==> src/source/io_pkg.sv <==
`default_nettype none

package io_pkg;

	// Bus widths.
	localparam int BYTE_W = 8;
	localparam int ADDR_W = 15; // Word address, byte address / 2.
	localparam int REG16_W = 16;

	localparam int NUM_IRQ = 2; // Bit 0 overflow, bit 1 compare.
	localparam int WDT_RESET_LEN = 4; // Cycles of sys_reset.

	// Byte offsets, timer and watchdog.
	localparam int unsigned OFS_CFG = 0;
	localparam int unsigned OFS_CNT = 2;
	localparam int unsigned OFS_RLD = 4;
	localparam int unsigned OFS_CMP = 6;
	// Byte offsets, GPIO.
	localparam int unsigned OFS_DDR = 0;
	localparam int unsigned OFS_ODR = 2;
	localparam int unsigned OFS_IDR = 4;
	localparam int unsigned OFS_PR = 6;
	// Byte offsets, interrupt controller.
	localparam int unsigned OFS_IEN = 0;
	localparam int unsigned OFS_IACT = 2;

	typedef enum logic {SRC_CLK = 1'b0, SRC_EXT = 1'b1} timer_src_e; // Timer cfg bit 2.
	typedef enum logic [1:0] {CAUSE_NONE = 2'd0, CAUSE_WDT = 2'd1, CAUSE_TRAP = 2'd2} reset_cause_e;

	// Byte-lane update of a 16-bit register, bit 0 low byte, bit 1 high byte.
	function automatic logic [REG16_W-1:0] lane_merge(input logic [REG16_W-1:0] cur,
		input logic [REG16_W-1:0] data, input logic [1:0] we);
		lane_merge = cur;
		if (we[0])
			lane_merge[BYTE_W-1:0] = data[BYTE_W-1:0];
		if (we[1])
			lane_merge[REG16_W-1:BYTE_W] = data[REG16_W-1:BYTE_W];
	endfunction

endpackage

`default_nettype wire

==> src/source/watchdog.sv <==
`timescale 1ns/1ps
`default_nettype none

module watchdog (
	input  logic clk,
	input  logic rst,
	input  logic trap, // Pulse from the processor.
	input  logic kick, // Reloads the counter.
	input  logic [io_pkg::REG16_W-1:0] data_in,
	input  logic [io_pkg::BYTE_W-1:0] cfg_in,
	input  logic [1:0] counter_write,
	input  logic [1:0] reload_write,
	input  logic cfg_write,
	output logic [io_pkg::REG16_W-1:0] counter_out,
	output logic [io_pkg::REG16_W-1:0] reload_out,
	output logic [io_pkg::BYTE_W-1:0] cfg_out,
	output logic sys_reset
);
	import io_pkg::*;

	localparam int LEN_W = $clog2(WDT_RESET_LEN + 1);

	logic [LEN_W-1:0] hold_cnt; // Remaining sys_reset cycles.
	logic [BYTE_W-3:0] cfg_bits; // Writable part, bit 0 enable.
	reset_cause_e cause;
	logic expire;
	logic reset_event;

	assign expire = cfg_bits[0] && (counter_out == '0);
	assign reset_event = expire || trap; // Trap ignores the enable.
	assign cfg_out = {cause, cfg_bits}; // Cause in bits 7:6.
	assign sys_reset = (hold_cnt != '0);

	always_ff @(posedge clk)
	begin
		if (rst)
		begin
			counter_out <= '0;
			reload_out <= '0;
			cfg_bits <= '0;
			cause <= CAUSE_NONE;
			hold_cnt <= '0;
		end
		else
		begin
			reload_out <= lane_merge(reload_out, data_in, reload_write);
			if (cfg_write)
				cfg_bits <= cfg_in[BYTE_W-3:0];
			if (reset_event)
			begin
				cause <= trap ? CAUSE_TRAP : CAUSE_WDT;
				cfg_bits[0] <= 1'b0; // Overrides a same-cycle cfg write.
				hold_cnt <= LEN_W'(WDT_RESET_LEN);
				counter_out <= reload_out;
			end
			else
			begin
				if (hold_cnt != '0)
					hold_cnt <= hold_cnt - 1'b1;
				if (|counter_write)
					counter_out <= lane_merge(counter_out, data_in, counter_write);
				else if (kick)
					counter_out <= reload_out;
				else if (cfg_bits[0])
					counter_out <= counter_out - 1'b1; // Nonzero here.
			end
		end
	end

endmodule

`default_nettype wire

==> config.mk <==
export PLATFORM = sky130hd
export DESIGN_NAME = watchdog
export DESIGN_NICKNAME = d
export VERILOG_FILES = /design/src/source/io_pkg.sv /design/src/source/watchdog.sv
export SDC_FILE = /design/constraint.sdc
export NUM_CORES = 1
export LEC_CHECK = 0
export BUFFER_PORTS_ARGS = -buffer_cell sky130_fd_sc_hd__buf_2
export CAP_MARGIN = 20
export CELL_PAD_IN_SITES_DETAIL_PLACEMENT = 1
export CELL_PAD_IN_SITES_GLOBAL_PLACEMENT = 1
export CORE_UTILIZATION = 35
export CTS_BUF_LIST = sky130_fd_sc_hd__clkbuf_8
export CTS_CLUSTER_SIZE = 8
export DETAILED_ROUTE_END_ITERATION = 7
export GPL_ROUTABILITY_DRIVEN = 0
export PLACE_DENSITY_LB_ADDON = 0.1
export SYNTH_ARGS = -nofsm -noshare
export SYNTH_HDL_FRONTEND = slang
export SYNTH_SLANG_ARGS = --single-unit
==> constraint.sdc <==
create_clock -name clk -period 2.2 [get_ports clk]
set_input_delay 0.33 -clock clk [delete_from_list [all_inputs] [get_ports clk]]
set_output_delay 0.33 -clock clk [all_outputs]
set_load 0.01 [all_outputs]
# --- Word level (Yosys, flattened, before mapping) ---
# Index checks and enable logic that the tools add are counted.
totals:
  reg_bits: 43
  in_bits: 33
  elab_cells: 32
op_classes:
  n_addsub: 2
  n_eq_ne: 2
  n_mux: 9
  n_reduce_logical: 10
op_table:
  columns: ["cell", "n"]
  rows:
  - ["$mux 16", 4]
  - ["$logic_not 16->1", 1]
  - ["$mux 8", 2]
  - ["$sub 16x1->16 const B", 1]
  - ["$mux 3", 2]
  - ["$ne 3x3->1 const B", 2]
  - ["$reduce_and 2->1", 2]
  - ["$reduce_bool 4->1", 1]
  - ["$reduce_or 2->1", 2]
  - ["$reduce_bool 3->1", 1]
  - ["$sub 3x1->3 const B", 1]
  - ["$mux 2", 1]
  - ["$reduce_bool 2->1", 1]
  - ["$logic_and 1x1->1", 1]
  - ["$logic_or 1x1->1", 1]

# --- Depth between registers and ports, before layout ---
logic_depth:
  ltp_word: 5
  mapped_depth: 8
  mapped_depth_nobuf: 7

# --- Worst setup path before layout ---
# OpenSTA, ideal clock, no wires.
synth_path:
  path_kind: "flip-flop to flip-flop"
  start: "reg counter_out[4] (netlist bit)"
  end: "reg counter_out[13] (netlist bit)"
  arrival_time_ns: 2.061
  setup_slack_ns: 0.015
  path_stages_with_launch: 8
  path_buffers: 2
  synth_period_minus_slack_ns: 2.185
  cell_sequence: "dfxtp_1 buf_6 or4_4 buf_6 nor4_1 mux2_2 a221oi_1 a21oi_1"
synth_via:
  elab_chain_len: 5
synth_lines:
  columns: ["element", "line", "rtl"]
  rows:
  - ["from (decl)", "watchdog.sv:14", "output logic [io_pkg::REG16_W-1:0] counter_out,"]
  - ["from (signal assigned)", "watchdog.sv:54", "counter_out <= reload_out;"]
  - ["from (signal assigned)", "watchdog.sv:61", "counter_out <= lane_merge(counter_out, data_in, counter_write);"]
  - ["from (signal assigned)", "watchdog.sv:63", "counter_out <= reload_out;"]
  - ["$sub 16x1->16 or $logic_not 16->1 (tied branches)", "watchdog.sv:65, watchdog.sv:29", null]
  - ["$mux 16 or $logic_and 1x1->1 (tied branches)", "watchdog.sv:64, watchdog.sv:29", null]
  - ["$mux 16 or $logic_or 1x1->1 (tied branches)", "watchdog.sv:62, watchdog.sv:30", null]
  - ["$mux 16, or another cell as far along", "watchdog.sv:60", "if (|counter_write)"]
  - ["$mux 16 or $reduce_and 2->1 (tied branches)", null, null]
# Parallel ways exist; a longest one is shown, timed or not. The select of a mux whose other input is x is not followed.
# A chain may end at the register's enable or synchronous reset.

# --- Worst setup path after layout ---
layout_path:
  start: "reg counter_out[7] (netlist bit)"
  end: "reg counter_out[4] (netlist bit)"
layout_via:
  elab_chain_len: 5
layout_lines:
  columns: ["element", "line", "rtl"]
  rows:
  - ["$logic_not 16->1 (*)", "watchdog.sv:29", "assign expire = cfg_bits[0] && (counter_out == '0);"]
  - ["$logic_and 1x1->1 (*)", "watchdog.sv:29", null]
  - ["$logic_or 1x1->1 (*)", "watchdog.sv:30", "assign reset_event = expire || trap;"]
  - ["$ne 3x3->1 (no line) or $reduce_bool 4->1 (tied branches)", null, null]
  - ["$reduce_and 2->1 (no line)", null, null]
# Every way passes the cells marked *; elsewhere a longest branch is shown, timed or not.

==> results.sh <==
export IMPL_yosysSeqAreaShare_pct=33.9
export IMPL_rsz0062_at_grt="no"
export IMPL_cts_tree="built"
export IMPL_p_leak_nw=1.49
export IMPL_antenna_left=0
export IMPL_grt_pass1_vias=2622
export IMPL_drt_initial_drc_count=114
export IMPL_fin_nets=427
export IMPL_power_frac_seq_pct=40.2
export IMPL_synth_edff_count=0
export IMPL_die_x_um=87.2
export IMPL_die_y_um=87.2
export IMPL_clock_sinks=43
export IMPL_finalWirelength_mm=8.35
export IMPL_slew_headroom_pct=70.7
export IMPL_whs_endpoint="cfg_bits[4]$_SDFFE_PP0P_"
export IMPL_avgSynthCellArea_um2=8.25
export IMPL_cp_required_ns=2.40
export IMPL_numPortBuffers=71
export IMPL_setup_viol=0
export IMPL_period_needed_ns=2.08
export IMPL_post_cts_setup_buffers=0
export IMPL_post_place_ws_ns=0.0635
export IMPL_rrSetupSlack_ns=0.12
export IMPL_timing_rr_start="counter_out[7]$_SDFFE_PP0P_"
export IMPL_die_area_mm2=0.00760
export IMPL_globalRouteTotalUtil_pct=22.7
export IMPL_layout_drive_gt1_share_pct=30.3
export IMPL_power_share_clock_pct=34.7
export IMPL_setup_worst_path_start_class="flop"
export IMPL_synth_cells=308
export IMPL_power_internal_mw=1.52
export IMPL_num_io_pins=74
export IMPL_viasPerCell=5.43
export IMPL_slew_viol_final=0
export IMPL_drtPass1Iterations=4
export IMPL_combPwrFrac_pct=25.1
export IMPL_setup_tns_ns=0
export IMPL_power_switching_share_pct=30.3
export IMPL_ys_types=54
export IMPL_endpoint_kind="flop"
export IMPL_fin_crit_sh_pct=94.6
export IMPL_vias=2639
export IMPL_power_density_mw_per_mm2=685
export IMPL_htreeDepth=2
export IMPL_routedWlPerCell_um=17.2
export IMPL_critPathKind="flop to flop"
export IMPL_grt_pass1_wl_mm=13.3
export IMPL_synth_nets=346
export IMPL_clockBufferDepth=2
export IMPL_hpwl_mm=6.37
export IMPL_hold_path_startpoint="cfg_in[4]"
export IMPL_syn_to_final_growth_pct=25.4
export IMPL_r2r_end="counter_out[4]$_SDFFE_PP0P_"
export IMPL_cts_inserted_buffers=5
export IMPL_synth_flop_cell="dfxtp_1"
export IMPL_whs_ns=0.259
export IMPL_clk_latency_ns=0.30
export IMPL_arrival_ns=2.28
export IMPL_clock_skew_ns=0.00780
export IMPL_clockRootBuffer="clkbuf_8"
export IMPL_grt_max_degree=30
export IMPL_core_area_mm2=0.00691
export IMPL_worstRegToRegCells=6
export IMPL_max_cap_violations=0
export IMPL_ys_ff_latch=43
export IMPL_hold_path_class="input pin to flop"
export IMPL_yosys_warnings=0
export IMPL_tightest_slew_ns=0.439
export IMPL_final_common_cell="buf_2"
export IMPL_syn_cell_area_mm2=0.00254
export IMPL_clkTransAtPathRegs_ns=0.09
export IMPL_initial_core_util_pct=36.8
export IMPL_async_flop_share_pct=0
export IMPL_max_freq_ghz=0.481
export IMPL_max_vdd_ir_drop_mv=0.293
export IMPL_n_antenna_cell=0
export IMPL_worst_slack_ns=0.120
export IMPL_power_switching_mw=0.660
export IMPL_hold_depth=3
export IMPL_antenna_found_initial=0
export IMPL_crit_fanout=9
export IMPL_finalHoldViolations=0
export IMPL_outcome="completed"
export IMPL_grt_overflow_total=0
export IMPL_layout_common_cells="buf_2, nor2_1, dfxtp_1"
export IMPL_drc=0
export IMPL_row_count=30
## logic make-up (layout without fill, tap and decap cells)
family	Yosys count	after routing	synth area share, %
AND/OR/NAND/NOR	103	103	19.8
AO/OA/AOI/OAI	86	86	21.9
flip-flops	43	43	33.9
buffers and inverters	39	121	9.51
multiplexers	26	26	10.3
XOR/XNOR	6	6	2.07
adder cells (fa/ha/maj)	5	5	2.46
## worst max-delay path: stages (launching register included)
cell,delay [ns]
dfxtp_1,0.37
or4_4,0.57
nor2_1,0.24
buf_4,0.18
a31o_2,0.31
a21oi_1,0.07
o221a_2,0.24
## sequential cells by signal, summed over array words and instances, names as in the netlist
name / flops
hold_cnt: 3
cfg_bits: 6
counter_out: 16
reload_out: 16
cause: 2
## layer usage
metal  global-route usage [%]  wire, um  share of wire, %
met1                     28.9      3870                46
met2                     39.8      4100                49
met3                     3.22       288               3.4
met4                     6.56        92               1.1
met5                        0         0                 0
## layout make-up
class                   instances  area (um2)
fillers                       908        3720
clock buffers                   5        68.8
flip-flops and latches         43         861
repair buffers                 98         558
clock inverters                 3        67.6
multi-input cells             226        1450
inverters                      15        56.3
well taps                      96         120
## power groups by stage
stage / clock network, mW / registers [mW] / logic (mW)
after floorplan: 0 / 0.912 / 0.321
after global placement: 0 / 0.891 / 0.529
after detailed placement: 0 / 0.892 / 0.541
after CTS: 0.770 / 0.875 / 0.544
after global routing: 0.796 / 0.883 / 0.601
final: 0.757 / 0.876 / 0.547
## cell usage after synthesis (all sizes together) (2+ instances only)
master   count  area [um2]
nor4         7        43.8
nand2       12        45.0
xor2         6        52.6
o32ai        2        17.5
nor2        45         169
or4          4        33.8
o211ai       6        45.0
nand2b       5        31.3
a32oi        3        26.3
a221oi       5        43.8
or3          4        25.0
nor3         8        45.0
clkbuf      16        90.1
a2bb2oi      2        17.5
inv         15        56.3
o21ai       16        80.1
o21a         2        15.0
a21oi       28         140
a211oi       3        22.5
dfxtp       43         861
or2          3        18.8
ha           5        62.6
a21o         2        15.0
a31oi        3        18.8
nand3        9        45.0
mux2i       24         240
buf          5        42.5
mux2         2        22.5
o22ai        4        25.0
## stage by stage
step	total power [mW]	utilization, %	instances	area (um2)
final	2.18	46.1	486	3180
after global routing	2.28	46.1	486	3180
after CTS	2.19	45.9	486	3170
after detailed placement	1.43	43.9	478	3030
after global placement	1.42	43.9	478	3030
after floorplan	1.23	-	308	2540
## worst max path at each step
stage,from,to,slack [ns],cells after the start
after detailed placement,counter_out[10]$_SDFFE_PP0P_,counter_out[13]$_SDFFE_PP0P_,0.06,6
final,counter_out[7]$_SDFFE_PP0P_,counter_out[4]$_SDFFE_PP0P_,0.12,6
after floorplan,counter_out[4]$_SDFFE_PP0P_,counter_out[13]$_SDFFE_PP0P_,0.02,7
after global routing,counter_out[7]$_SDFFE_PP0P_,counter_out[13]$_SDFFE_PP0P_,0.01,5
after global placement,counter_out[10]$_SDFFE_PP0P_,counter_out[11]$_SDFFE_PP0P_,0.12,6
after CTS,counter_out[10]$_SDFFE_PP0P_,counter_out[13]$_SDFFE_PP0P_,0.05,6
## repair_timing
| item | in CTS | in global routing |
|---|---|---|
| hold buffers | 0 | 0 |
| setup endpoints to repair | 0 | 13 |
| gates resized for setup | 0 | 3 |
Note: power is estimated with default switching activity, not from simulation.
