## config.mk

```make
export PLATFORM = sky130hd
export DESIGN_NAME = irq_controller
export DESIGN_NICKNAME = d
export VERILOG_FILES = /design/src/source/io_pkg.sv /design/src/source/irq_controller.sv
export SDC_FILE = /design/constraint.sdc
export NUM_CORES = 1
export LEC_CHECK = 0
export ABC_AREA = 1
export BUFFER_PORTS_ARGS = -buffer_cell sky130_fd_sc_hd__buf_2
export CAP_MARGIN = 30
export CORE_AREA = 2 2 39 41
export DETAILED_ROUTE_END_ITERATION = 10
export DIE_AREA = 0 0 41 43
export GPL_TIMING_DRIVEN = 0
export SLEW_MARGIN = 20
export SYNTH_ARGS = -nofsm -noshare
export SYNTH_HDL_FRONTEND = slang
export SYNTH_SLANG_ARGS = --single-unit
export TNS_END_PERCENT = 10
```

## constraint.sdc

```tcl
create_clock -name clk -period 1.65 [get_ports clk]
set_input_delay 0.165 -clock clk [delete_from_list [all_inputs] [get_ports clk]]
set_output_delay 0.165 -clock clk [all_outputs]
set_load 0.01 [all_outputs]
```

## src/source/io_pkg.sv

```systemverilog
`default_nettype none

package io_pkg;

	// Bus widths.
	localparam int BYTE_W = 8;
	localparam int ADDR_W = 15; // Word address, byte address / 2.
	localparam int REG16_W = 16;

	localparam int NUM_IRQ = 2; // Bit 0 overflow, bit 1 compare.
	localparam int WDT_RESET_LEN = 4; // Cycles of sys_reset.

	// Byte offsets, timer and watchdog.
	localparam int unsigned OFS_CFG = 0;
	localparam int unsigned OFS_CNT = 2;
	localparam int unsigned OFS_RLD = 4;
	localparam int unsigned OFS_CMP = 6;
	// Byte offsets, GPIO.
	localparam int unsigned OFS_DDR = 0;
	localparam int unsigned OFS_ODR = 2;
	localparam int unsigned OFS_IDR = 4;
	localparam int unsigned OFS_PR = 6;
	// Byte offsets, interrupt controller.
	localparam int unsigned OFS_IEN = 0;
	localparam int unsigned OFS_IACT = 2;

	typedef enum logic {SRC_CLK = 1'b0, SRC_EXT = 1'b1} timer_src_e; // Timer cfg bit 2.
	typedef enum logic [1:0] {CAUSE_NONE = 2'd0, CAUSE_WDT = 2'd1, CAUSE_TRAP = 2'd2} reset_cause_e;

	// Byte-lane update of a 16-bit register, bit 0 low byte, bit 1 high byte.
	function automatic logic [REG16_W-1:0] lane_merge(input logic [REG16_W-1:0] cur,
		input logic [REG16_W-1:0] data, input logic [1:0] we);
		lane_merge = cur;
		if (we[0])
			lane_merge[BYTE_W-1:0] = data[BYTE_W-1:0];
		if (we[1])
			lane_merge[REG16_W-1:BYTE_W] = data[REG16_W-1:BYTE_W];
	endfunction

endpackage

`default_nettype wire

```

## src/source/irq_controller.sv

```systemverilog
`timescale 1ns/1ps
`default_nettype none

module irq_controller #(
	parameter int NUM_INPUTS = io_pkg::NUM_IRQ
) (
	input  logic clk,
	input  logic rst,
	input  logic [NUM_INPUTS-1:0] irq_in, // Single-cycle pulses.
	input  logic [NUM_INPUTS-1:0] enable_in,
	input  logic enable_write,
	input  logic [NUM_INPUTS-1:0] clear_in, // Write 1 to clear.
	input  logic clear_write,
	output logic [NUM_INPUTS-1:0] enable_out,
	output logic [NUM_INPUTS-1:0] active_out,
	output logic interrupt
);

	logic [NUM_INPUTS-1:0] clear_mask;

	// Clear only on an actual write.
	assign clear_mask = clear_write ? clear_in : '0;

	always_ff @(posedge clk)
	begin
		if (rst)
		begin
			enable_out <= '0;
			active_out <= '0;
			interrupt <= 1'b0;
		end
		else
		begin
			if (enable_write)
				enable_out <= enable_in;
			// New pulse wins over a clear.
			active_out <= (active_out & ~clear_mask) | irq_in;
			// Registered, one cycle after active.
			interrupt <= |(active_out & enable_out);
		end
	end

endmodule

`default_nettype wire

```

======== Yosys cells after proc, flatten, opt, wreduce, memory -nomap -nowiden ========
Index checks and enable logic that the tools add are counted.
cells by class
  multiplexer cells ....................... 1
  bitwise logic cells ..................... 4
  reduce and logical (&&, ||, !) cells .... 1
operators with widths
  cell                number
  bitwise AND 2 bit   2
  two-way mux 2 bit   1
  inverter 2 bit      1
  OR 2 bit            1
  OR reduction 2 bit  1
storage, ports and cells
  flip-flop bits (word level) ............. 5
  input bits .............................. 10
  output and inout bits ................... 5
  logic and storage cells ................. 9

======== Longest topological paths before layout ========
Gate-level depths: netlist of the first run.
  depth in word-level cells ............... 4
  depth in mapped cells ................... 3
  mapped depth without buffers ............ 3

======== Worst setup path after synthesis of the first run ========
No wires, ideal clock.
  path kind ............................... reg-to-reg
  start point ............................. register active_out[0]
  end point ............................... register interrupt
  setup time .............................. 70 ps
  arrival time ............................ 548 ps
  data required time ...................... 1580 ps
  path slack .............................. 1032 ps
  stages on the path, launching flop included .. 3
  buffers on the path ..................... 0
  clock period less this slack ............ 618 ps
  cells stage by stage .................... dfxtp_1 nand2_1 a21oi_1
between the ends
  word-level cells in the longest chain between the ends .. 2
RTL lines
  item                    RTL line              RTL
  start, declared         irq_controller.sv:15  output logic [NUM_INPUTS-1:0] active_out,
  start signal, assigned  irq_controller.sv:37  active_out <= (active_out & ~clear_mask) | irq_in;
  bitwise AND 2 bit       irq_controller.sv:39  interrupt <= |(active_out & enable_out);
  OR reduction 2 bit      irq_controller.sv:39
  end signal, assigned    irq_controller.sv:39
  end, declared           irq_controller.sv:16  output logic interrupt
Every way passes these cells.
A chain may end at the register's enable or synchronous reset.

======== Worst setup path after layout of the first run ========
  start point ............................. register enable_out[1]
  end point ............................... output port enable_out[1]
RTL lines
  item                    RTL line              RTL
  start, declared         irq_controller.sv:14  output logic [NUM_INPUTS-1:0] enable_out,
  start signal, assigned  irq_controller.sv:35  enable_out <= enable_in;
No word-level cell between the ends.

==> metrics.yaml, run 1 <==
yosys:
  yosysTopAreaCell: "dfxtp_1"
  syn_inst: 23
  syn_nets: 33
  syn_avg_cell_area_um2: 7.56
  synth_seq_area_share_pct: 57.6
  synth_cell_types: 4
  synth-seq-cells: 5
  yosysWarnings: 0
  yosysTopAreaCellShare_pct: 57.6
  syn-cell-area_um2: 174
  synth_top_cells_by_area: "dfxtp_1, nand2_1, a21oi_1"
routing:
  drc: 0
  vias_per_cell: 3.49
  first_pass_iters: 1
  drt_iter0_drc: 0
  ant_nets: 0
  drt-wirelength-per-cell_um: 6.82
  drt_wl_total_um: 389
  num_vias: 199
finish:
  final_cell_mix: "buf_2, nand2_1, a21oi_1, dfxtp_1"
  antennaDiodeCount: 0
  nNetsFinal: 52
  final_area_um2: 290
  area_growth_pct: 66.9
  nFillCells: 165
  drive_gt1_share_pct: 41.5
  layout_commonest_cell: "buf_2"
cts:
  cts_tree: "yes"
  path_clk_slew_ns: 0.04
  ctsHoldBuffers: 0
  clkSinkCount: 5
  htreeDepth: 1
  clock_path_buffers: 2
  clock_latency_ns: 0.23
  cts_resized: 0
  root_buffer: "clkbuf_4"
  cts_setup_buffers: 0
  cts_buffers: 3
critical_path:
  r2r_setup_slack_ns: 1.05
  worstSetupPathType: "flip-flop to output port"
  crit_buf_inv: 1
  cp_slowest_cell: "dfxtp_1"
  reg2reg_to: "interrupt"
  end_kind: "output port"
  path_max_fanout: 3
  cp_num_cells: 1
  reg2reg_depth: 2
  cpPeakStageDelay_ns: 0.35
  critPathRequiredTime_ns: 1.48
  worst_path_dominant_cell_family: "flip-flops"
  crit-reg2reg-launch: "enable_out[0]"
  start_kind: "flip-flop"
  worstPathCellList: "buf_2"
  crit_arrival_ns: 0.72
sta:
  period_minus_slack_ns: 0.888
  fin_skew_ns: 0.000358
  final.setup.worst_slack_ns: 0.762
  max_slew_margin_pct: 93.1
  setup_viol: 0
  finalMaxSlewViolations: 0
  rsz0062_at_grt: "no"
  fmax_mhz: 1130
  hold_violations: 0
  tightest_slew_ns: 0.104
  fin_crit_sh_pct: 53.8
  tns_ns: 0
place:
  place_ws_ns: 1.01
  gp_congestion: 0.619
  post_dp_cell_area_um2: 264
  hpwl_um: 327
  port_buffers: 14
floorplan:
  rows: 14
  initial_core_util_pct: 12.6
  ios: 15
  die_area_mm2: 0.00176
  die_w_um: 41
  core_mm2: 0.00138
  die_height_um: 43
min_path:
  hold_depth: 2
  min_to: "active_out[1]"
  worstHoldPathType: "primary input to flip-flop"
  min-delay-start: "rst"
pwr:
  leakage_nw: 0.155
  power_density_mw_per_mm2: 1040
  p_total_w: 0.000302
  peakVddDrop_mv: 0.181
grt:
  grt_max_degree: 6
  overflow: 0
  grt_pass1_wl_um: 621
  grt_pass1_vias: 198
  antenna_found_initial: 0
  grt_usage_pct: 5.92
run_status:
  outcome: "finished, final reports clean"
flow_run:
  max-cap-violations: 0
[per-stage QoR]
| stage | hold slack (ns) | cells | utilization (%) |
|---|---|---|---|
| floorplan | 0.234 | 23 | - |
| global placement | 0.396 | 53 | 19.1 |
| CTS | 0.148 | 57 | 21.0 |
| global route | 0.151 | 57 | 21.0 |
| finish | 0.153 | 57 | 21.0 |
| detailed placement | 0.398 | 53 | 19.1 |
[where the power goes]
part	switching, W	leakage, nW	internal [W]
combinational	0.0000155	0.0989	0.0000167
sequential	0.00000455	0.0414	0.000128
clock	0.0000459	0.0150	0.0000912
[how the worst max path moves through the flow]
stage             startpoint       endpoint  slack [ns]
6_report       enable_out[1]  enable_out[1]        0.76
4_1_cts        active_out[1]  active_out[1]        0.75
5_1_grt        active_out[0]  active_out[0]        0.71
3_5_place_dp   enable_out[1]  enable_out[1]        1.01
3_3_place_gp   active_out[1]  active_out[1]        1.01
2_1_floorplan  active_out[0]      interrupt        1.03
[cells in the mapped netlist]
cell and number:
a21oi_1 5, nand2_1 10, dfxtp_1 5, inv_1 3
[state kept, by name, summed over array words and instances, names as in the netlist]
name / count
active_out: 2
enable_out: 2
interrupt: 1
[routing by layer]
layer	share of wire, %	global-route usage (%)	up-vias
met2	60	9.69	4
met4	0	6.00	0
met3	10	4.71	0
met1	29	3.21	86
met5	0	0	-
li1	-	-	109
[cells by family (layout without fill, tap and decap cells)]
kind of cell	after synthesis	after routing	synth area share, %
compound gates	5	5	14.4
simple gates	10	10	21.6
flops	5	5	57.6
buf+inv	3	21	6.47
[cell type report]
class | instances | area [um^2] | share of cell area, %
multi-input combinational | 15 | 62.6 | 21.6
tap | 16 | 20.0 | 6.90
sequential | 5 | 100 | 34.5
timing repair buffer | 14 | 70.1 | 24.1
clock buffer | 4 | 26.3 | 9.05
inverter | 3 | 11.3 | 3.88
Note: power is estimated with default switching activity, not from simulation.
==> run 2: changes to the inputs <==
Clock period 1.65 ns to 0.8 ns, I/O delays scaled along.
==> metrics.yaml, run 2 (synthesis gave the netlist of run 1 again) <==
cts:
  htreeDepth: 1
  cts_resized: 4
  root_buffer: "clkbuf_4"
  ctsHoldBuffers: 0
  path_clk_slew_ns: 0.04
  clkSinkCount: 5
  clock_path_buffers: 2
  cts_tree: "yes"
  cts_setup_buffers: 0
  clock_latency_ns: 0.23
  cts_buffers: 3
routing:
  drt_wl_total_um: 390
  drt-wirelength-per-cell_um: 6.84
  drt_iter0_drc: 0
  vias_per_cell: 3.40
  ant_nets: 0
  num_vias: 194
  first_pass_iters: 1
  drc: 0
critical_path:
  crit_arrival_ns: 0.69
  worstSetupPathType: "flip-flop to output port"
  crit-reg2reg-launch: "enable_out[0]"
  path_max_fanout: 3
  end_kind: "output port"
  crit_buf_inv: 1
  cp_slowest_cell: "dfxtp_2"
  reg2reg_depth: 2
  worstPathCellList: "buf_2"
  r2r_setup_slack_ns: 0.21
  reg2reg_to: "interrupt"
  cpPeakStageDelay_ns: 0.33
  start_kind: "flip-flop"
  worst_path_dominant_cell_family: "flip-flops"
  critPathRequiredTime_ns: 0.72
sta:
  tightest_slew_ns: 0.103
  fin_crit_sh_pct: 96.2
  rsz0062_at_grt: "no"
  max_slew_margin_pct: 93.1
  fmax_mhz: 1300
  setup_viol: 0
  final.setup.worst_slack_ns: 0.0301
  hold_violations: 0
  period_minus_slack_ns: 0.770
  tns_ns: 0
  holdWs_ns: 0.0558
  finalMaxSlewViolations: 0
  fin_skew_ns: 0.000721
pwr:
  pwr-share-comb_pct: 12.0
  p_total_w: 0.000639
  peakVddDrop_mv: 0.391
  p_sw_share_pct: 21.7
  p_int_w: 0.000501
  p_seq_share_pct: 43.6
  power_density_mw_per_mm2: 2040
  pwr-share-clk_pct: 44.4
  leakage_nw: 0.160
  power.switching_w: 0.000139
min_path:
  min_to: "active_out[1]"
  hold_depth: 2
  min-delay-start: "rst"
  worstHoldPathType: "primary input to flip-flop"
place:
  port_buffers: 14
  place_ws_ns: 0.207
  hpwl_um: 327
  gp_congestion: 0.619
grt:
  grt_pass1_vias: 198
  grt_max_degree: 6
  overflow: 0
  grt_usage_pct: 5.92
  antenna_found_initial: 0
  grt_pass1_wl_um: 621
finish:
  nNetsFinal: 52
  area_growth_pct: 80.6
  biggestRegsByFlops: "active_out x2, enable_out x2, interrupt x1"
  antennaDiodeCount: 0
  drive_gt1_share_pct: 51.2
  nFillCells: 164
  layout_commonest_cell: "buf_2"
  final_cell_mix: "buf_2, nand2_1, a21oi_1"
run_status:
  outcome: "finished, final reports clean"
floorplan:
  die_area_mm2: 0.00176
  ios: 15
  die_w_um: 41
  initial_core_util_pct: 12.6
  die_height_um: 43
  rows: 14
  core_mm2: 0.00138
flow_run:
  max-cap-violations: 0
==> run 2: how the worst max path moves through the flow <==
stage,cells after the start,to,from
after floorplan,2,interrupt,active_out[0]
after CTS,1,active_out[1],active_out[1]
final,1,enable_out[1],enable_out[1]
after global placement,2,interrupt,enable_out[0]
after global routing,1,enable_out[1],enable_out[1]
after detailed placement,2,interrupt,enable_out[0]
==> run 2: area by class of cell <==
cell class | count | area (um^2) | area share [%]
Sequential cell | 5 | 105 | 33.5
Timing Repair Buffer | 14 | 88.8 | 28.3
Multi-Input combinational cell | 15 | 62.6 | 19.9
Clock buffer | 4 | 26.3 | 8.37
Tap cell | 16 | 20.0 | 6.37
Inverter | 3 | 11.3 | 3.59
==> run 2: power by group through the flow <==
stage,logic [W],clock network (W),registers (W)
global placement,0.0000660,0,0.000279
global route,0.0000862,0.000313,0.000280
finish,0.0000769,0.000284,0.000279
CTS,0.0000681,0.000292,0.000277
floorplan,0.0000187,0,0.000284
detailed placement,0.0000673,0,0.000279
==> run 2: through the flow <==
step           utilization (%)  std cells  area [um^2]
3_5_place_dp              19.1         53          264
2_1_floorplan                -         23          174
4_1_cts                   21.3         57          295
3_3_place_gp              19.1         53          264
5_1_grt                   22.7         57          314
6_report                  22.7         57          314
==> run 2: metal layers <==
layer	vias to the layer above	wire [um]	global-route usage (%)
met5	-	0	0
met3	0	38	4.71
li1	109	-	-
met1	81	114	3.21
met4	0	0	6.00
met2	4	237	9.69
