<file path="src/source/io_pkg.sv">
`default_nettype none

package io_pkg;

	// Bus widths.
	localparam int BYTE_W = 8;
	localparam int ADDR_W = 15; // Word address, byte address / 2.
	localparam int REG16_W = 16;

	localparam int NUM_IRQ = 2; // Bit 0 overflow, bit 1 compare.
	localparam int WDT_RESET_LEN = 4; // Cycles of sys_reset.

	// Byte offsets, timer and watchdog.
	localparam int unsigned OFS_CFG = 0;
	localparam int unsigned OFS_CNT = 2;
	localparam int unsigned OFS_RLD = 4;
	localparam int unsigned OFS_CMP = 6;
	// Byte offsets, GPIO.
	localparam int unsigned OFS_DDR = 0;
	localparam int unsigned OFS_ODR = 2;
	localparam int unsigned OFS_IDR = 4;
	localparam int unsigned OFS_PR = 6;
	// Byte offsets, interrupt controller.
	localparam int unsigned OFS_IEN = 0;
	localparam int unsigned OFS_IACT = 2;

	typedef enum logic {SRC_CLK = 1'b0, SRC_EXT = 1'b1} timer_src_e; // Timer cfg bit 2.
	typedef enum logic [1:0] {CAUSE_NONE = 2'd0, CAUSE_WDT = 2'd1, CAUSE_TRAP = 2'd2} reset_cause_e;

	// Byte-lane update of a 16-bit register, bit 0 low byte, bit 1 high byte.
	function automatic logic [REG16_W-1:0] lane_merge(input logic [REG16_W-1:0] cur,
		input logic [REG16_W-1:0] data, input logic [1:0] we);
		lane_merge = cur;
		if (we[0])
			lane_merge[BYTE_W-1:0] = data[BYTE_W-1:0];
		if (we[1])
			lane_merge[REG16_W-1:BYTE_W] = data[REG16_W-1:BYTE_W];
	endfunction

endpackage

`default_nettype wire

</file>
<file path="src/source/io_timer.sv">
`timescale 1ns/1ps
`default_nettype none

module io_timer (
	input  logic clk,
	input  logic rst,
	input  logic timer_in, // External count source, asynchronous.
	input  logic [io_pkg::REG16_W-1:0] data_in, // {odd, even} write data.
	input  logic [io_pkg::BYTE_W-1:0] cfg_in,
	input  logic [1:0] counter_write, // Bit 0 low byte, bit 1 high byte.
	input  logic [1:0] reload_write,
	input  logic [1:0] compare_write,
	input  logic cfg_write,
	output logic [io_pkg::REG16_W-1:0] counter_out,
	output logic [io_pkg::REG16_W-1:0] reload_out,
	output logic [io_pkg::REG16_W-1:0] compare_out,
	output logic [io_pkg::BYTE_W-1:0] cfg_out,
	output logic overflow_irq,
	output logic compare_irq
);
	import io_pkg::*;

	logic [1:0] in_sync; // Two-flop synchronizer.
	logic in_prev; // Edge flop.
	logic ext_edge;
	timer_src_e src;
	logic tick; // Count this cycle.
	logic wrap;
	logic [REG16_W-1:0] count_val;

	assign ext_edge = in_sync[1] && !in_prev; // Rising edge of timer_in.
	assign src = timer_src_e'(cfg_out[2]);
	assign tick = cfg_out[0] && ((src == SRC_CLK) || ext_edge);
	assign wrap = (counter_out == '1);
	assign count_val = wrap ? reload_out : counter_out + 1'b1; // Reload on overflow.

	always_ff @(posedge clk)
	begin
		if (rst)
		begin
			in_sync <= '0;
			in_prev <= 1'b0;
		end
		else
		begin
			in_sync <= {in_sync[0], timer_in};
			in_prev <= in_sync[1];
		end
	end

	// Config, reload and compare registers.
	always_ff @(posedge clk)
	begin
		if (rst)
		begin
			cfg_out <= '0;
			reload_out <= '0;
			compare_out <= '0;
		end
		else
		begin
			if (cfg_write)
				cfg_out <= cfg_in;
			reload_out <= lane_merge(reload_out, data_in, reload_write);
			compare_out <= lane_merge(compare_out, data_in, compare_write);
		end
	end

	// Counter and interrupt pulses.
	always_ff @(posedge clk)
	begin
		if (rst)
		begin
			counter_out <= '0;
			overflow_irq <= 1'b0;
			compare_irq <= 1'b0;
		end
		else
		begin
			overflow_irq <= 1'b0;
			compare_irq <= 1'b0;
			if (|counter_write)
				counter_out <= lane_merge(counter_out, data_in, counter_write); // Bus write wins.
			else if (tick)
			begin
				counter_out <= count_val;
				overflow_irq <= wrap;
				compare_irq <= (count_val == compare_out); // Equal after this count.
			end
		end
	end

endmodule

`default_nettype wire

</file>
<file path="config.mk">
export PLATFORM = sky130hd
export DESIGN_NAME = io_timer
export DESIGN_NICKNAME = d
export VERILOG_FILES = /design/src/source/io_pkg.sv /design/src/source/io_timer.sv
export SDC_FILE = /design/constraint.sdc
export NUM_CORES = 1
export LEC_CHECK = 0
export BUFFER_PORTS_ARGS = -buffer_cell sky130_fd_sc_hd__buf_2
export CAP_MARGIN = 10
export CORE_ASPECT_RATIO = 1.2
export CORE_MARGIN = 5
export CORE_UTILIZATION = 36
export CTS_BUF_LIST = sky130_fd_sc_hd__clkbuf_8
export CTS_CLUSTER_DIAMETER = 80
export DETAILED_ROUTE_END_ITERATION = 8
export SYNTH_ARGS = -nofsm -noshare
export SYNTH_HDL_FRONTEND = slang
export SYNTH_SLANG_ARGS = --single-unit
</file>
<file path="constraint.sdc">
create_clock -name clk -period 2 [get_ports clk]
set_input_delay 0.3 -clock clk [delete_from_list [all_inputs] [get_ports clk]]
set_output_delay 0.3 -clock clk [all_outputs]
set_load 0.01 [all_outputs]
</file>
* Word-level counts from Yosys, hierarchy flattened
Cells that the tools add are included.
** Storage, ports and cells
- Register bits after elaboration :: 61
- Bits of input ports :: 34
- Output and inout port bits :: 58
** Cells by class
- Add/subtract/negate cells :: 1
- Equal/unequal tests :: 4
- Muxes and demuxes :: 5
- Bitwise logic cells :: 2
- Reduce and logical (&&, ||, !) cells :: 9
** Operators by type and width (count)
- two-way mux 16 bit :: 3
- adder 16 x 1 -> 16 bit, second input constant :: 1
- == test 16 bit :: 1
- == test 16 bit, second input constant :: 1
- two-way mux 8 bit :: 2
- != test 2 bit, second input constant :: 2
- AND reduction 2 bit :: 2
- OR reduction 4 bit :: 1
- logical AND 1 bit :: 2
- NOT 1 bit :: 2
- nonzero test 2 bit :: 1
- OR reduction 2 bit :: 1
- logical NOT 1 bit :: 1
- logical OR 1 bit :: 1

* Logic depth before layout (Yosys ltp)
Gate-level depths: netlist (run 1).
- Word-level depth :: 6
- Depth in mapped cells :: 9

* Least setup slack after synthesis (run 1)
Ideal clock, no wire load.
- Path type :: register to register
- Start :: register counter_out[1] (netlist bit)
- End :: register compare_irq
- Library setup time :: 0.088 ns
- Arrival time :: 2.150 ns
- Required time :: 1.912 ns
- Slack :: -0.238 ns
- Stages on the path, launching flop included :: 10
- Path buffers :: 1
- Cell sequence :: dfxtp_1 ha_1 and3_1 buf_2 nand3_1 o31ai_1 o211ai_1 nor4_2 o2111ai_1 nor4_2
** Between the ends
- Longest elaborated chain between the ends :: 3
- Elaborated cells on any way between the ends :: 4
- Those cells by class :: add/sub: 1; eq/ne: 2; mux: 1
** RTL lines
- start: declaration :: RTL line io_timer.sv:14 : output logic [io_pkg::REG16_W-1:0] counter_out,
- start signal: assignment :: RTL line io_timer.sv:83 : counter_out <= lane_merge(counter_out, data_in, counter_write);
- start signal: assignment :: RTL line io_timer.sv:86 : counter_out <= count_val;
- adder 16 x 1 -> 16 bit or == test 16 bit (tied branches) :: RTL line io_timer.sv:35, io_timer.sv:34
- two-way mux 16 bit * :: RTL line io_timer.sv:35 : assign count_val = wrap ? reload_out : counter_out + 1'b1;
- == test 16 bit * :: RTL line io_timer.sv:88 : compare_irq <= (count_val == compare_out);
- end signal: assignment :: RTL line io_timer.sv:88
- end: declaration :: RTL line io_timer.sv:19 : output logic compare_irq
Mark *: on every way between the ends. The rest lies on a longest branch, timed or not.
A chain may end at the register's enable or synchronous reset.

* Worst setup path after layout (run 1)
- Start :: register counter_out[15] (netlist bit)
- End :: register compare_irq
Same word-level chain as after synthesis.

==> results of run 1 <==
## cells by family after synthesis
logic type,after synthesis,share of synthesized area
buf+inv,38,0.04590
flops,61,0.3703
simple gates,149,0.2253
fa+ha+maj,1,0.003793
compound gates,72,0.1453
mux,49,0.1510
xor+xnor,22,0.05842
## stage by stage
stage	cells	power, mW
CTS	663	3.229
global placement	643	1.957
floorplan	392	1.695
finish	664	3.200
detailed placement	643	1.959
global route	664	3.364
## layout make-up
class                           instances  area (um^2)  share of cell area
Clock inverter                          6        86.33             0.01799
Inverter                               13        48.80             0.01017
Sequential cell                        61         1246              0.2597
Timing Repair Buffer                  161         1021              0.2128
Multi-Input combinational cell        293         2108              0.4394
Clock buffer                           10        137.6             0.02868
Tap cell                              120        150.1             0.03129
## state kept, by name, summed over array words and instances, names as in the netlist
name and count:
compare_out 16, counter_out 16, reload_out 16, cfg_out 8, in_sync 2, compare_irq 1
in_prev 1, overflow_irq 1
## repair_timing
item	in CTS	in global routing
gates resized for setup	21	19
buffers inserted	4	1
setup endpoints to repair	4	9
hold endpoints to repair	0	0
pin swaps	11	12
cloned	0	0
hold buffers	0	0
## routing by layer
layer / global-route usage / wire [um]
met5: 0 / 0
met4: 0.1006 / 377
met3: 0.05218 / 736
met2: 0.3832 / 6051
met1: 0.2572 / 5016
## how the worst max path moves through the flow
stage	endpoint	slack, ns
after detailed placement	compare_irq	-0.20
after floorplan	compare_irq	0.002
final	compare_irq	-0.11
after global placement	counter_out[11]	-0.16
after global routing	compare_irq	-0.19
after CTS	compare_irq	-0.09
## where the power goes
| group | total (mW) | switching, mW | internal [mW] |
|---|---|---|---|
| Sequential | 1.37 | 0.0798 | 1.29 |
| Combinational | 0.593 | 0.324 | 0.269 |
| Clock | 1.24 | 0.509 | 0.732 |
| Total | 3.20 | 0.913 | 2.29 |
## layout by cell type, fill, tap and decap left out, types with 3 or more instances in the layout
master and n:
a211oi_1 4, a211oi_2 4, a21oi_1 20, a311oi_1 4, a31oi_1 4, and3_1 3, buf_2 91, buf_4 64
buf_6 4, clkbuf_8 10, dfxtp_1 51, dfxtp_2 5, dfxtp_4 5, inv_1 13, mux2i_1 43, nand2_1 17
nand3_1 13, nand3_2 4, nand4_1 8, nor2_1 66, nor2b_1 5, nor3_1 7, nor4_1 4, nor4_4 3
o211ai_1 5, o21ai_0 10, o21ai_1 4, xnor2_1 5, xor2_1 14
==> summary.md, run 1 <==
| Metric | Value |
|---|---|
| Status | `complete, but fails checks` |
| Failing checks | `setup timing` |
| Worst Path Required | `2.27 ns` |
| Global Route Usage Sum | `0.2200` |
| Ys flop type | `dfxtp_1` |
| Worst-Skew Late Latency | `0.35 ns` |
| Placed inst area | `0.004368 mm^2` |
| Drt first-iter violations | `198` |
| Crit path depth | `7` |
| VDD IR max | `404.7 uV` |
| Max stage delay on crit path | `0.43 ns` |
| Vias in the first global route | `3,494` |
| Number of H-tree levels | `3` |
| Crit path buffers/inverters | `1` |
| WS Path Type | `register to register` |
| Synth top area share | `0.3703` |
| FMAX | `473.7 MHz` |
| Drt drc | `0` |
| Final Skew | `0.01039 ns` |
| Syn-to-layout area delta | `45.49%` |
| Die ar. | `0.01118 mm^2` |
| Largest net degree at the start of global routing | `61` |
| Ys Warns | `0` |
| CTS sink count | `61` |
| Clk slew on worst S/H paths | `0.07 ns` |
| Fraction of layout instances using a drive strength above 1 | `0.4173` |
| TritonCTS Buffers | `9` |
| Global-route wire length before repair | `19.08 mm` |
| Flops & latches, synth | `61` |
| Setup WS post-layout | `-0.1111 ns` |
| Fin nets | `574` |
| Final instance area | `0.004798 mm^2` |
| Post-synth EDFFs | `0` |
| Critical path capture point type | `register` |
| Setup TNS | `-0.1355 ns` |
| Most frequent cell after synthesis | `nor2_1` |
| Row count | `38` |
| Post-Route Utilization | `0.5340` |
| R2R Setup Slk | `-0.11 ns` |
| Pre-CTS WS | `-0.2013 ns` |
| Final Hold Violating Endpoints | `0` |
| Final Cycle Share | `1.056` |
| Final Max Slew Viols | `0` |
| WHS Endpoint | `in_sync[0]` |
| Core ar. | `0.008986 mm^2` |
| Max Cap Viol | `0` |
| Relative slew slack | `0.5437` |
| I/O Buffers | `91` |
| Synth cell count leaders | `nor2_1 (67), dfxtp_1 (61), mux2i_1 (46)` |
| Tightest Pin Transition | `0.6845 ns` |
| TritonCTS clock tree | `done` |
| ANT cells | `0` |
| CTS root buffer | `clkbuf_8` |
| Initial Util | `0.3670` |
| Crit-path slowest cell | `dfxtp_1` |
| Yosys top cell by area | `dfxtp_1` |
| Vias post-DR | `3,505` |
| CP top delay family | `simple AND/OR/NAND/NOR gates` |
| CP Data Arrival Time | `2.38 ns` |
| 1st-pass router iterations | `4` |
| R2R depth | `7` |
| CP Launch Type | `register` |
| Count of different cell masters after synthesis | `52` |
| Syn_nets | `427` |
| Leak pwr | `2.238 nW` |
| DR WL/cell | `18.35 um` |
| Crit path cell chain | `and3_1 -> and4_2 -> nand2_1 -> buf_6 -> nor4_1 -> o211ai_1 -> nor4_2` |
| GP Congestion | `0.9956` |
| RR Startpoint | `counter_out[15]` |
| Crit path from | `counter_out[15]` |
| Seq/Total Area, Yosys | `0.3703` |
| Num ports | `92` |
| Final setup fails | `2` |
| Reg-to-reg endpoint | `compare_irq` |
| Vias per Instance | `5.279` |
| Mapped cell area | `0.003298 mm^2` |
| PD cells | `666.9 mW/mm^2` |
| Final HPWL DP | `9.291 mm` |
| Synth Instances | `392` |
| Total gr overflow | `0` |
| RSZ-0062 raised after global routing | `yes` |
| Worst hold slack | `0.1673 ns` |
| WL final | `12.18 mm` |
| Hold Crit Start | `timer_in` |
| Fin crit period | `2.111 ns` |
| Initial antenna violation count | `0` |
| # fillers | `888` |
| Vert. Die Dim | `114.9 um` |
| Crit path max fanout | `7` |
| Die width | `97.38 um` |
| Routed Antenna Nets | `0` |
| Clk buf depth | `2` |
| Asr flop ratio synth | `0` |
| Min-Delay Path Class | `primary input to register` |
| Hold Crit Depth | `2` |
| Synth top area cells | `dfxtp_1 (37%), mux2i_1 (14%), nor2_1 (7.6%), xor2_1 (4.2%), a21oi_1 (3.2%)` |
| Avg Cell Area, Syn | `8.414 um^2` |
(Power assumes the default switching activity.)
==> inputs of run 2 (changes only) <==
--- a/config.mk
+++ b/config.mk
@@ -13,6 +13,7 @@
 export CTS_BUF_LIST = sky130_fd_sc_hd__clkbuf_8
 export CTS_CLUSTER_DIAMETER = 80
 export DETAILED_ROUTE_END_ITERATION = 8
+export SETUP_SLACK_MARGIN = 0.5
 export SYNTH_ARGS = -nofsm -noshare
 export SYNTH_HDL_FRONTEND = slang
 export SYNTH_SLANG_ARGS = --single-unit
==> run 2 against run 1 <==
  * Sequential power is essentially flat
  * Core utilization grew 2.3 points
  * Largest power group unchanged
  * Combinational power grew 0.7%
  * Critical path depth is 1 higher
  * The flow still finishes with violations (setup timing)
  * Clock skew rose by 0.0014 ns
==> summary.md, run 2 (synthesis gave the netlist of run 1 again) <==
| Metric | Value |
|---|---|
| Final Hold Violating Endpoints | `0 (unchanged)` |
| Total gr overflow | `0 (unchanged)` |
| Die ar. | `0.01118 mm^2 (unchanged)` |
| Worst hold slack | `0.1558 ns (-0.01154 ns)` |
| FMAX | `496.0 MHz (+4.7%)` |
| M1 WL | `5.007 mm (-0.18%)` |
| DR top layer | `met4` |
| Global Route Usage Sum | `0.2154 (-0.004606)` |
| Combinational fraction of design power | `0.195 (+0.010)` |
| # fillers | `839 (-5.5%)` |
| Routed Antenna Nets | `0 (unchanged)` |
| Final setup fails | `1 (-1)` |
| WL final | `12.23 mm (+0.35%)` |
| Most frequent cells in the layout | `buf_2 (91), nor2_1 (64), buf_4 (51)` |
| Wire length on met3 | `648 um (-12%)` |
| Worst Path Required | `2.27 ns (about the same)` |
| Final Skew | `0.01182 ns (+0.001437 ns)` |
| Post-Route Utilization | `0.5567 (+0.02270)` |
| Regs by FF count | `compare_out x16, counter_out x16, reload_out x16` |
| Fin nets | `576 (+0.35%)` |
| Seq pwr share | `0.447 (+0.020)` |
| TritonCTS Buffers | `9 (unchanged)` |
| Final HPWL DP | `9.147 mm (-1.6%)` |
| P_sw | `0.9115 mW (-0.14%)` |
| 1st-pass router iterations | `4 (unchanged)` |
| CTS root buffer | `clkbuf_8` |
| I/O Buffers | `91 (unchanged)` |
| Tightest Pin Transition | `0.6754 ns (-0.009138 ns)` |
| Worst-Skew Late Latency | `0.36 ns (about the same)` |
| PD cells | `612.2 mW/mm^2 (-8.2%)` |
| Vias post-DR | `3,527 (+0.63%)` |
| CP Data Arrival Time | `2.29 ns (-0.09 ns)` |
| Fin crit period | `2.016 ns (-0.09498 ns)` |
| Die width | `97.38 um (unchanged)` |
| Setup WS post-layout | `-0.01613 ns (+0.09498 ns)` |
| Leak pwr | `2.335 nW (+4.3%)` |
| ANT cells | `0 (unchanged)` |
| Vias in the first global route | `3,625 (+3.7%)` |
| Vert. Die Dim | `114.9 um (unchanged)` |
| CP Launch Type | `register` |
| Routed wl met2 | `6.196 mm (+2.4%)` |
| Cell Int Power | `2.151 mW (-6.0%)` |
| Final Cycle Share | `1.008 (-0.04749)` |
| Clk slew on worst S/H paths | `0.07 ns (about the same)` |
| Drt drc | `0 (unchanged)` |
| Clock Power Share | `0.358 (-0.030)` |
| Crit path max fanout | `4 (-3)` |
| Row count | `38 (unchanged)` |
| Drt first-iter violations | `114 (-42%)` |
| Hold Buf Count CTS | `0 (unchanged)` |
| Vias per Instance | `5.296 (+0.33%)` |
| Initial antenna violation count | `0 (unchanged)` |
| TritonCTS clock tree | `done` |
| Clk buf depth | `2 (unchanged)` |
| WS Path Type | `register to register` |
| Global-route wire length before repair | `18.86 mm (-1.1%)` |
| VDD IR max | `442.8 uV (+9.4%)` |
| DR WL/cell | `18.36 um (about the same)` |
| Status | `complete, but fails checks` |
| Initial Util | `0.3670 (unchanged)` |
| Max Cap Viol | `0 (unchanged)` |
| Setup TNS | `-0.01613 ns (+0.1194 ns)` |
| Failing checks | `setup timing` |
| CTS sink count | `61 (unchanged)` |
| Most common cell after layout, fill and taps aside | `buf_2` |
| Critical path capture point type | `register` |
| Num ports | `92 (unchanged)` |
| Relative slew slack | `0.5497 (+0.006091)` |
| Number of H-tree levels | `3 (unchanged)` |
| Switching Fraction | `0.2976 (+0.01239)` |
| Syn-to-layout area delta | `51.67%` |
| RSZ-0062 raised after global routing | `yes` |
| Final Max Slew Viols | `0 (unchanged)` |
| Largest net degree at the start of global routing | `61 (unchanged)` |
| Core ar. | `0.008986 mm^2 (unchanged)` |
| Fraction of layout instances using a drive strength above 1 | `0.4707 (+0.05342)` |
| GP Congestion | `0.9498 (-4.6%)` |
| Min-Delay Path Class | `primary input to register` |
[run 2: cell count changes in the layout (fill, tap and decap cells not counted), sizes merged]
cell | before | now
buf | 161 | 163
bufinv | 2 | 1
clkinv | 3 | 2
inv | 13 | 15
[run 2: path summary, 6_finish.rpt]
check | from | endpoint | slack [ns] | depth (start not counted)
setup / recovery | counter_out[1] | compare_irq | -0.02 | 8
hold / removal | timer_in | in_sync[0] | 0.16 | 2
setup reg to reg | counter_out[1] | compare_irq | -0.02 | 8
hold reg to reg | in_sync[0] | in_sync[1] | 0.44 | 1
[run 2: area by class of cell]
type / count / area (um^2) / share of cell area
timing repair buffer: 163 / 1075 / 0.2149
tap: 120 / 150.1 / 0.03001
clock buffer: 10 / 137.6 / 0.02751
sequential: 61 / 1259 / 0.2516
clock inverter: 6 / 55.05 / 0.01101
multi-input combinational: 293 / 2277 / 0.4552
inverter: 13 / 48.80 / 0.009755
[run 2: worst max-delay path: stages (launching register included)]
cell and delay (ns):
dfxtp_4 0.36, ha_4 0.16, nand3_4 0.12, nor4_4 0.20, xnor2_2 0.17, mux2_4 0.33, nor4_2 0.27, o2111ai_1 0.18
nor4_2 0.14
[run 2: layer usage]
| layer | GRT usage | vias up |
|---|---|---|
| met5 | 0 | - |
| met4 | 0.1099 | 0 |
| met3 | 0.04430 | 23 |
| met2 | 0.3823 | 118 |
| met1 | 0.2457 | 1683 |
| li1 | - | 1703 |
[run 2: power groups by stage]
stage / Combinational, mW / Sequential (mW) / Clock [mW]
5_1_grt: 0.649 / 1.38 / 1.18
6_report: 0.597 / 1.37 / 1.10
3_5_place_dp: 0.560 / 1.39 / 0
2_1_floorplan: 0.282 / 1.42 / 0
4_1_cts: 0.584 / 1.37 / 1.12
3_3_place_gp: 0.557 / 1.39 / 0
[run 2: stage by stage]
step                      setup WS (ns)  power [mW]  instance area (um^2)  instances
after CTS                      -0.03043       3.073                  4803        656
after floorplan                 0.08432       1.703                  3505        392
final                          -0.01613       3.063                  5002        666
after detailed placement        -0.1172       1.952                  4365        631
after global placement          -0.1491       1.947                  4365        631
after global routing            -0.1741       3.204                  5002        666
[run 2: repair_timing]
action,4_1_cts,5_1_grt
endpoints found under the hold margin,0,0
resized for setup,39,29
setup endpoints to repair,18,17
pin swaps,17,12
buffers inserted,9,10
